$ cat src/design/dcache_consts.svh
`ifndef DCACHE_CONSTS_SVH
`define DCACHE_CONSTS_SVH

////////////////////////////////////////////////////////////
// Geometry
////////////////////////////////////////////////////////////

`define DC_ADDR_W      32
`define DC_WAYS        2
`define DC_LINE_BYTES  16
`define DC_OFFSET_W    4

// One enable bit per byte per way, way 0 in the low half
`define DC_MEMWE_W     32

////////////////////////////////////////////////////////////
// Store type codes
////////////////////////////////////////////////////////////

`define DC_MTYPE_W     3
`define DC_MT_ST_W     3'd1
`define DC_MT_ST_B     3'd6
`define DC_MT_ST_H     3'd7

`endif
$ cat src/design/dcache_pkg.sv
`include "dcache_consts.svh"

package dcache_pkg;

    // Address and line offset
    typedef logic [`DC_ADDR_W-1:0]   addr_t;
    typedef logic [`DC_OFFSET_W-1:0] offset_t;

    // Per-way hit and tag write strobes
    typedef logic [`DC_WAYS-1:0]     way_hit_t;
    typedef logic [`DC_WAYS-1:0]     tag_we_t;

    // Byte enables for both ways of the data array
    typedef logic [`DC_MEMWE_W-1:0]  mem_we_t;

    typedef logic [`DC_MTYPE_W-1:0]  mem_type_t;

    // Controller states
    typedef enum logic [2:0] {
        IDLE,
        LOOKUP,
        MISS_ADDR,
        MISS_DATA,
        REFILL,
        WAIT_WRITE
    } dc_state_t;

endpackage

$ cat src/design/dcache_lookup_if.sv
`timescale 1ns/1ps

`include "dcache_consts.svh"

interface dcache_lookup_if import dcache_pkg::*; ();

    // Request side, driven from the top
    way_hit_t  hit;
    addr_t     address;
    mem_type_t mem_type;
    logic      way_sel;

    // Write strobes from the FSM
    logic      store_wr;
    logic      refill_wr;

    modport fsm (
        input  hit,
        input  address,
        output store_wr,
        output refill_wr
    );

    modport we_gen (
        input  hit,
        input  address,
        input  mem_type,
        input  way_sel,
        input  store_wr,
        input  refill_wr
    );

endinterface

$ cat src/design/dcache_ctrl.sv
`timescale 1ns/1ps

`include "dcache_consts.svh"

module dcache_ctrl import dcache_pkg::*; (
    input  logic      clk,
    input  logic      rstn,
    input  logic      rvalid,
    input  logic      wvalid,
    input  logic      rvalid_pipe,
    input  logic      wvalid_pipe,
    input  logic      uncache_pipe,
    input  logic      way_sel,
    input  logic      write_finish,
    input  logic      d_arready,
    input  logic      d_rvalid,
    input  logic      d_rlast,
    input  way_hit_t  hit,
    input  addr_t     address,
    input  mem_type_t mem_type_pipe,
    output mem_we_t   mem_we,
    output tag_we_t   tagdv_we,
    output addr_t     d_araddr,
    output logic      d_arvalid,
    output logic      d_rready,
    output logic      rready,
    output logic      wready,
    output logic      lru_update,
    output logic      miss_lru_update,
    output logic      miss_lru_way,
    output logic      wfsm_en,
    output logic      wfsm_rset
);

    dcache_lookup_if lk_if ();

    // Lookup fields from the pipeline
    assign lk_if.hit      = hit;
    assign lk_if.address  = address;
    assign lk_if.mem_type = mem_type_pipe;
    assign lk_if.way_sel  = way_sel;

    dcache_fsm fsm_i (
        .clk             (clk),
        .rstn            (rstn),
        .rvalid          (rvalid),
        .wvalid          (wvalid),
        .rvalid_pipe     (rvalid_pipe),
        .wvalid_pipe     (wvalid_pipe),
        .uncache_pipe    (uncache_pipe),
        .way_sel         (way_sel),
        .write_finish    (write_finish),
        .d_arready       (d_arready),
        .d_rvalid        (d_rvalid),
        .d_rlast         (d_rlast),
        .lk              (lk_if.fsm),
        .d_araddr        (d_araddr),
        .d_arvalid       (d_arvalid),
        .d_rready        (d_rready),
        .rready          (rready),
        .wready          (wready),
        .lru_update      (lru_update),
        .miss_lru_update (miss_lru_update),
        .miss_lru_way    (miss_lru_way),
        .wfsm_en         (wfsm_en),
        .wfsm_rset       (wfsm_rset)
    );

    dcache_we_gen we_gen_i (
        .lk       (lk_if.we_gen),
        .mem_we   (mem_we),
        .tagdv_we (tagdv_we)
    );

endmodule

$ cat src/design/dcache_we_gen.sv
`timescale 1ns/1ps

`include "dcache_consts.svh"

module dcache_we_gen import dcache_pkg::*; (
    dcache_lookup_if.we_gen lk,
    output mem_we_t mem_we,
    output tag_we_t tagdv_we
);

    localparam int LANES = `DC_LINE_BYTES;

    offset_t           offset;
    logic [LANES-1:0]  store_lanes;
    logic [LANES-1:0]  way_lanes;
    logic              upper_way;
    logic              any_wr;

    assign offset = lk.address[`DC_OFFSET_W-1:0];
    assign any_wr = lk.store_wr || lk.refill_wr;

    ////////////////////////////////////////////////////////////
    // Byte lanes for a store
    ////////////////////////////////////////////////////////////

    always_comb begin
        store_lanes = '0;
        case (lk.mem_type)
            `DC_MT_ST_W: begin
                store_lanes = {{(LANES-4){1'b0}}, 4'hf} << {offset[3:2], 2'b00};
            end
            `DC_MT_ST_B: begin
                store_lanes = {{(LANES-1){1'b0}}, 1'b1} << offset;
            end
            `DC_MT_ST_H: begin
                // Misaligned halfword writes nothing
                if (!offset[0]) begin
                    store_lanes = {{(LANES-2){1'b0}}, 2'b11} << offset;
                end
            end
            default: begin
                store_lanes = '0;
            end
        endcase
    end

    ////////////////////////////////////////////////////////////
    // Way selection
    ////////////////////////////////////////////////////////////

    always_comb begin
        upper_way = 1'b0;
        way_lanes = '0;
        if (lk.refill_wr) begin
            upper_way = lk.way_sel;
            way_lanes = '1;
        end else if (lk.store_wr) begin
            // hit[0] set means way 0
            upper_way = !lk.hit[0];
            way_lanes = store_lanes;
        end
    end

    assign mem_we = upper_way ? {way_lanes, {LANES{1'b0}}}
                              : {{LANES{1'b0}}, way_lanes};

    assign tagdv_we = {any_wr && upper_way, any_wr && !upper_way};

endmodule

$ cat src/design/dcache_fsm.sv
`timescale 1ns/1ps

`include "dcache_consts.svh"

module dcache_fsm import dcache_pkg::*; (
    input  logic      clk,
    input  logic      rstn,
    input  logic      rvalid,
    input  logic      wvalid,
    input  logic      rvalid_pipe,
    input  logic      wvalid_pipe,
    input  logic      uncache_pipe,
    input  logic      way_sel,
    input  logic      write_finish,
    input  logic      d_arready,
    input  logic      d_rvalid,
    input  logic      d_rlast,
    dcache_lookup_if.fsm lk,
    output addr_t     d_araddr,
    output logic      d_arvalid,
    output logic      d_rready,
    output logic      rready,
    output logic      wready,
    output logic      lru_update,
    output logic      miss_lru_update,
    output logic      miss_lru_way,
    output logic      wfsm_en,
    output logic      wfsm_rset
);

    dc_state_t state;
    dc_state_t state_next;

    logic      any_hit;
    logic      new_req;
    addr_t     line_addr;

    assign any_hit = |lk.hit;
    assign new_req = rvalid || wvalid;

    // Miss reads always fetch the whole line
    assign line_addr = {lk.address[`DC_ADDR_W-1:`DC_OFFSET_W], {`DC_OFFSET_W{1'b0}}};

    ////////////////////////////////////////////////////////////
    // State register
    ////////////////////////////////////////////////////////////

    always_ff @(posedge clk) begin
        if (!rstn) begin
            state <= IDLE;
        end else begin
            state <= state_next;
        end
    end

    ////////////////////////////////////////////////////////////
    // Next state and strobes
    ////////////////////////////////////////////////////////////

    always_comb begin
        state_next      = state;
        lk.store_wr     = 1'b0;
        lk.refill_wr    = 1'b0;
        d_araddr        = '0;
        d_arvalid       = 1'b0;
        d_rready        = 1'b0;
        rready          = 1'b0;
        wready          = 1'b0;
        lru_update      = 1'b0;
        miss_lru_update = 1'b0;
        miss_lru_way    = 1'b0;
        wfsm_en         = 1'b0;
        wfsm_rset       = 1'b0;

        case (state)
            IDLE: begin
                rready    = 1'b1;
                wready    = 1'b1;
                wfsm_rset = 1'b1;
                if (new_req) begin
                    state_next = LOOKUP;
                end
            end

            LOOKUP: begin
                if (uncache_pipe) begin
                    if (rvalid_pipe) begin
                        state_next = MISS_ADDR;
                    end else begin
                        // Uncached store goes straight to the write-back side
                        state_next = WAIT_WRITE;
                        wfsm_en    = 1'b1;
                    end
                end else if (any_hit) begin
                    lru_update  = 1'b1;
                    lk.store_wr = wvalid_pipe;
                    wready      = wvalid_pipe;
                    rready      = !wvalid_pipe;
                    // Back-to-back hits stay here
                    if (new_req) begin
                        state_next = LOOKUP;
                    end else begin
                        state_next = IDLE;
                    end
                end else begin
                    // Miss, victim write-back starts in parallel
                    state_next = MISS_ADDR;
                    wfsm_en    = 1'b1;
                end
            end

            MISS_ADDR: begin
                d_arvalid = 1'b1;
                d_araddr  = line_addr;
                if (d_arready) begin
                    state_next = MISS_DATA;
                end
            end

            MISS_DATA: begin
                d_rready = 1'b1;
                if (d_rvalid && d_rlast) begin
                    if (uncache_pipe) begin
                        state_next = WAIT_WRITE;
                    end else begin
                        state_next = REFILL;
                    end
                end
            end

            REFILL: begin
                lk.refill_wr    = 1'b1;
                miss_lru_update = 1'b1;
                miss_lru_way    = way_sel;
                state_next      = WAIT_WRITE;
            end

            WAIT_WRITE: begin
                if (write_finish) begin
                    state_next = IDLE;
                end
            end

            default: begin
                state_next = IDLE;
            end
        endcase
    end

endmodule

$ cat config.mk
export PLATFORM = sky130hd
export DESIGN_NAME = dcache_ctrl
export DESIGN_NICKNAME = d
export VERILOG_FILES = /design/src/design/dcache_pkg.sv /design/src/design/dcache_lookup_if.sv /design/src/design/dcache_ctrl.sv /design/src/design/dcache_we_gen.sv /design/src/design/dcache_fsm.sv
export VERILOG_INCLUDE_DIRS = /design/src /design/src/design
export SDC_FILE = /design/constraint.sdc
export NUM_CORES = 1
export LEC_CHECK = 0
export BUFFER_PORTS_ARGS = -buffer_cell sky130_fd_sc_hd__buf_2
export CORE_UTILIZATION = 35
export CTS_CLUSTER_DIAMETER = 120
export DETAILED_ROUTE_END_ITERATION = 7
export PLACE_DENSITY = 0.83
export SLEW_MARGIN = 40
export SYNTH_ARGS = -nofsm -noshare
export SYNTH_HDL_FRONTEND = slang
export SYNTH_SLANG_ARGS = --single-unit
$ cat constraint.sdc
create_clock -name clk -period 2.3 [get_ports clk]
set_clock_uncertainty 0.15 [all_clocks]
set_input_delay 0.115 -clock clk [delete_from_list [all_inputs] [get_ports clk]]
set_output_delay 0.115 -clock clk [all_outputs]
set_load 0.005 [all_outputs]
==> results by group, run 1 <==
Hold path
  • WHS Endpoint: fsm_i.state[2]$_SDFFE_PN0P_
  • Hold Path Class: in -> reg
  • Hold path cells: 2
  • Hold Startpoint: rstn

Clocking
  • Total CTS buffers: 3
  • Clock latency at the later pin of the worst-skew pair: 230 ps
  • Clk root buf: clkbuf_4
  • CTS sink count: 3
  • CTS H-Tree Depth: 1
  • Clock buffer depth: 2
  • Reg clk slew, reported paths: 30 ps
  • CTS tree: yes
  • Hold Buf Count CTS: 0

Timing
  • Fmax: between 0.4 and 0.5 GHz
  • RSZ-0062 raised after global routing: yes
  • Worst Slack Setup Final: -116.4 ps
  • Final min period: between 2000 and 2500 ps
  • Final Hold Fails: 0
  • Final Cycle Share: 105.1%
  • Count of final setup violators: 24
  • Slew @ Worst Pin: between 700 and 800 ps
  • Rel. slew slack: between 50% and 60%
  • Fin. max-slew vios: 0

Cells and area
  • FILL cells: approximately 300
  • Register area: roughly 63 um2
  • Antenna Cells: 0
  • Number of flip-flops in the largest register: 3
  • Regs by FF count: fsm_i.state (3)
  • Final nets: roughly 360
  • Register with the most flip-flops: fsm_i.state
  • Area growth syn-to-layout: 79.14%
  • Multi-input logic area: ~1100 um2
  • Final Non-Filler Cells: approximately 350
  • Layout cells sized above 1: a little under three fifths
  • Post-layout util: 67.18%

Critical path
  • Buffers & Inverters on Critical Path: 4
  • Worst Path Required: about 2000 ps
  • Startpoint types: register
  • WS Path Type: reg -> out
  • RR Endpoint: fsm_i.state[2]$_SDFFE_PN0P_
  • Setup crit end kind: output port
  • Reg2Reg Setup Slack: 540 ps
  • Worst-path fanout max: 4
  • Arrival @ worst endpoint: approximately 2200 ps
  • CP max-delay cell: or3b_4
  • Cell mode on critical path: buf_6
  • Crit path cell chain: or3b_4, buf_6, a2111oi_4, buf_4, buf_6, a31oi_2, nor2_1, buf_2
  • Reg2reg start: fsm_i.state[0]$_SDFFE_PN0P_
  • CP top delay family: buffers and inverters
  • Max incr delay on CP: about 400 ps
  • R2R cell count: 5

Yosys
  • Share of the synthesized area in the top cell type: between 15 and 20%
  • Synth Flop Type: dfxtp_1
  • Synthesized area per cell: around 6.5 um2
  • Top cells by count, synth: and2_1 (31), nor2_1 (23), inv_1 (11)
  • Count leader, synth: and2_1
  • EDFF count, synth: 0
  • Top cells by area, synth: and2_1 (17%), nor2_1 (7.4%), a31oi_1 (5.4%)
  • #FFs+latches synth: 3
  • Synth warn: 0
  • Syn Inst Count: 178
  • Asr flop ratio synth: 0%
  • Netlist cell types: between 40 and 50
  • Post-synthesis sequential area ratio: under 10%
  • Cell taking the most area after synthesis: and2_1
  • Area of the mapped netlist: between 1000 and 1500 um2

Pwr
  • Maximum vdd drop: 248.2 uV
  • Leakage Power: about 1.2 nW
  • P per Cell Area: between 200 and 300 nW/um2

Die
  • Initial Utilization: a little under two fifths
  • Die H: 59.66 um
  • Num rows: 20
  • Die Width: 59.66 um
  • I/O pin cnt: around 120
  • Core footprint: between 3000 and 4000 um2
  • Total die area: roughly 3600 um2

Global routing
  • Largest net degree at the start of global routing: 30
  • First-pass GRT wire length: around 6000 um
  • Initial antenna violation count: 0
  • Total grt overflow: 0
  • Number of global-route vias before repair: 1,481
  • GRT Overall Usage: a little over a fifth

Run
  • Max-cap viol count: 0

Detailed routing
  • Drc violations: 0
  • Avg WL per Cell: approximately 12 um
  • Pre-antenna DRT Iters: 4
  • Routed Antenna Nets: 0
  • Final WL: about 4200 um
  • Vias per cell: ~5.1
  • DR iter-0 viols: around 110
  • Via count: about 1,800

Placed design
  • Port Buffer Count: 119
  • Hpwl dp: ~3100 um
  • GP Congestion: a little over 0.9
  • Placed cell count: 337
  • Post-place setup slack: between 100 and 150 ps

Run status
  • Failing checks: negative setup slack
  • Status: finished, violations left
## worst max-delay path by stage
stage / cells after the start / startpoint / endpoint / slack (ps)
2_1_floorplan: 7 / fsm_i.state[2]$_SDFFE_PN0P_ / mem_we[29] / 150
3_3_place_gp: 7 / fsm_i.state[2]$_SDFFE_PN0P_ / mem_we[0] / 190
3_5_place_dp: 7 / fsm_i.state[2]$_SDFFE_PN0P_ / mem_we[0] / 120
4_1_cts: 6 / fsm_i.state[2]$_SDFFE_PN0P_ / mem_we[29] / -40
5_1_grt: 8 / fsm_i.state[2]$_SDFFE_PN0P_ / mem_we[11] / -180
6_report: 8 / fsm_i.state[2]$_SDFFE_PN0P_ / mem_we[11] / -120
## cell type report
class,instances,area share (%)
sequential,3,3.001
clock buffer,4,1.261
timing repair buffer,134,35.89
multi-input combinational,147,54.62
tap,44,2.641
inverter,13,2.581
## cells in the final DEF (no fill, tap or decap), drive strengths merged, types with 3 or more instances in the layout
master | netlist | layout
ha | 4 | 4
conb | 1 | 4
nand3 | 3 | 3
a31o | 3 | 3
a21oi | 10 | 10
nand2b | 3 | 3
a211oi | 3 | 3
buf | 11 | 134
and2 | 31 | 31
nor3 | 5 | 5
nor2 | 23 | 23
inv | 11 | 11
clkbuf | 7 | 4
a31oi | 10 | 10
a21boi | 3 | 3
nand2 | 9 | 9
a311o | 3 | 3
and4b | 3 | 3
or3b | 3 | 3
dfxtp | 3 | 3
o31ai | 6 | 6
## timing repair
| action | 4_1_cts | 5_1_grt |
|---|---|---|
| gates resized for setup | 18 | 23 |
| buffers inserted | 3 | 0 |
| gates cloned | 1 | 0 |
| endpoints found under the setup margin | 12 | 32 |
| pin swaps | 5 | 21 |
## kinds of logic (layout without fill, tap and decap cells)
family | after synthesis | in the layout | share of synthesized area, %
AND/OR/NAND/NOR | 89 | 89 | 42.58
AO/OA/AOI/OAI | 49 | 49 | 32.15
buffers and inverters | 31 | 151 | 14.52
adder cells (fa/ha/maj) | 4 | 4 | 4.301
flip-flops | 3 | 3 | 5.161
other | 1 | 4 | 0.3223
multiplexers | 1 | 1 | 0.9677
## where the power goes
group          total (W)  switching [W]  internal (W)
clock          0.0000894      0.0000246     0.0000648
combinational   0.000450       0.000235      0.000215
sequential     0.0000671     0.00000545     0.0000617
total           0.000607       0.000265      0.000342
## per-layer routing
layer | routed length, um | GRT usage [%] | vias up
met1 | 1547 | 22.19 | 776
met2 | 2284 | 43.97 | 96
met4 | 65 | 6.645 | 0
met3 | 305 | 1.732 | 8
li1 | - | - | 871
met5 | 0 | 0 | -
## stage by stage
| step | area [um2] | total power, W | TNS (ps) | hold WS (ps) |
|---|---|---|---|---|
| 2_1_floorplan | 1175 | 0.0002969 | 0 | 110.0 |
| 3_3_place_gp | 1794 | 0.0004472 | 0 | 246.0 |
| 3_5_place_dp | 1794 | 0.0004552 | 0 | 244.1 |
| 4_1_cts | 1941 | 0.0005784 | -83.47 | 14.01 |
| 5_1_grt | 2085 | 0.0006570 | -3735 | 31.31 |
| 6_report | 2085 | 0.0006069 | -1274 | 24.23 |
(Power assumes the default switching activity.)
==> run 2, diff against run 1 <==
- SETUP_SLACK_MARGIN: unset -> 0.05
- SLEW_MARGIN: 40 -> 20
- clock period: 2.3 -> 2.27 ns (I/O delays scaled with it)
==> results by group, run 2 (synthesis gave the netlist of run 1 again) <==
Cells and area
  • Most common cell after layout, fill and taps aside: buf_2 (unchanged)
  • Antenna Cells: 0 (unchanged)
  • Register area: 63.81 um2 (was 62.56 um2)
  • Number of flip-flops in the largest register: 3 (unchanged)
  • FILL cells: 320 (was 299)
  • Multi-input logic area: 1003 um2 (was 1139 um2)
  • Layout cells sized above 1: 54.30% (was 57.14%)
  • Final nets: 356 (was 355)
  • Regs by FF count: fsm_i.state (3) (unchanged)
  • Area growth syn-to-layout: 66.67% (was 79.14%)
  • Most frequent cells in the layout: buf_2 (118), and2_1 (29), nor2_1 (21) (was buf_2 (117), and2_1 (29), nor2_1 (22))
  • Register with the most flip-flops: fsm_i.state (unchanged)

Die
  • I/O pin cnt: 124 (unchanged)
  • Total die area: 3559 um2 (unchanged)
  • Num rows: 20 (unchanged)
  • Die H: 59.66 um (unchanged)
  • Initial Utilization: 37.50% (unchanged)
  • Die Width: 59.66 um (unchanged)
  • Core footprint: 3103 um2 (unchanged)

Pwr
  • Leakage Power: 1.155 nW (was 1.172 nW)
  • Final Total Pwr: 0.0005883 W (was 0.0006069 W)
  • P per Cell Area: 303.4 nW/um2 (was 291.2 nW/um2)
  • Maximum vdd drop: 185.4 uV (was 248.2 uV)

Placed design
  • Hpwl dp: 3153 um (was 3128 um)
  • GP Congestion: 0.9233 (was 0.9357)
  • Port Buffer Count: 119 (unchanged)

Clocking
  • Clock latency at the later pin of the worst-skew pair: 230 ps (about the same)
  • Reg clk slew, reported paths: 40 ps (was 30 ps)
  • CTS sink count: 3 (unchanged)
  • Clk root buf: clkbuf_4 (unchanged)
  • CTS H-Tree Depth: 1 (unchanged)
  • CTS tree: yes (unchanged)
  • Total CTS buffers: 3 (unchanged)
  • Clock buffer depth: 2 (unchanged)

Detailed routing
  • Routed Antenna Nets: 0 (unchanged)
  • Final WL: 3904 um (was 4202 um)
  • Drc violations: 0 (unchanged)
  • Pre-antenna DRT Iters: 4 (unchanged)
  • DR iter-0 viols: 119 (was 114)
  • Via count: 1,757 (was 1,751)
  • Vias per cell: 5.078 (was 5.075)
  • Avg WL per Cell: 11.28 um (was 12.18 um)

Global routing
  • Total grt overflow: 0 (unchanged)
  • Initial antenna violation count: 0 (unchanged)
  • Number of global-route vias before repair: 1,531 (was 1,481)
  • GRT Overall Usage: 21.50% (was 21.38%)
  • Largest net degree at the start of global routing: 30 (unchanged)
  • First-pass GRT wire length: 6099 um (was 5996 um)

Critical path
  • CP max-delay cell: or3b_4 (unchanged)
  • Startpoint types: register (unchanged)
  • Crit path cell chain: or3b_4, or3_4, o21a_4, buf_6, and2_4, buf_6 (was or3b_4, buf_6, a2111oi_4, buf_4, buf_6, a31oi_2, nor2_1, buf_2)
  • Worst-path fanout max: 13 (was 4)
  • Setup crit end kind: output port (unchanged)
  • Worst Path Required: 2010 ps (was 2040 ps)
  • R2R cell count: 6 (was 5)
  • Cell mode on critical path: buf_6 (unchanged)
  • Arrival @ worst endpoint: 1990 ps (was 2150 ps)
  • WS Path Type: reg -> out (unchanged)
  • Max incr delay on CP: 400 ps (about the same)

Run status
  • Status: complete, no violations (was finished, violations left)

Hold path
  • Hold Path Class: in -> reg (unchanged)
  • Hold path cells: 2 (unchanged)

Timing
  • Final Cycle Share: 99.16%
  • Fin. max-slew vios: 0 (unchanged)
  • Final min period: around 2300 ps
  • Count of final setup violators: 0 (was 24)
  • Fmax: about 0.44 GHz
  • Final hold slack: 24.30 ps (was 24.23 ps)
  • Final Hold Fails: 0 (unchanged)
  • RSZ-0062 raised after global routing: yes (unchanged)

Run
  • Max-cap viol count: 0 (unchanged)
## run 2: cell types whose count changed in the layout (fill, tap and decap cells not counted), sizes merged
cell / before / now
buf: 134 / 135
## run 2: layer usage
metal  GRT usage (%)  wire [um]  up-vias
met5               0          0        -
met4           7.309         68        0
met3           1.948        354       12
met2           44.29       2048       99
met1           21.90       1433      780
li1                -          -      866
## run 2: area by class of cell
type | count | area share [%]
clock buffer | 4 | 1.355
inverter | 13 | 2.774
timing repair buffer | 135 | 38.00
tap | 44 | 2.839
sequential | 3 | 3.290
multi-input combinational | 147 | 51.74
## run 2: worst max-delay path, delay by kind of cell (launching register included)
kind	cells	cell delay (ps)
AOI/OAI and AO/OA	1	240
buffers and inverters	2	260
and+or+nand+nor	3	950
DFF	1	310
## run 2: path summary, 6_finish.rpt
path,endpoint,slack (ps),startpoint
worst max-delay path,mem_we[4],20,fsm_i.state[2]$_SDFFE_PN0P_
worst min-delay path,fsm_i.state[2]$_SDFFE_PN0P_,20,rstn
worst max register to register,fsm_i.state[0]$_SDFFE_PN0P_,590,fsm_i.state[2]$_SDFFE_PN0P_
worst min register to register,fsm_i.state[0]$_SDFFE_PN0P_,490,fsm_i.state[0]$_SDFFE_PN0P_
## run 2: power breakdown
group          internal, W  switching, W
Clock            0.0000658     0.0000263
Sequential       0.0000629    0.00000505
Combinational     0.000210      0.000219
Total             0.000338      0.000250
## run 2: stage by stage
stage                     instances  worst slack, ps  cell area (um2)  util [%]  setup TNS [ps]
after floorplan                 181            126.5             1175         -               0
after global placement          338            161.7             1802     58.06               0
after detailed placement        338            111.6             1802     58.06               0
after CTS                       345           -70.27             1907     61.45          -832.2
after global routing            346           -51.64             1939     62.50          -438.1
final                           346            19.17             1939     62.50               0
## run 2: repair_timing
| item | in CTS | in global routing |
|---|---|---|
| pin swaps | 14 | 5 |
| endpoints found under the setup margin | 32 | 32 |
| resized for setup | 16 | 8 |
| buffers inserted | 2 | 1 |
| cloned | 1 | 0 |
| hold buffers | 0 | 0 |
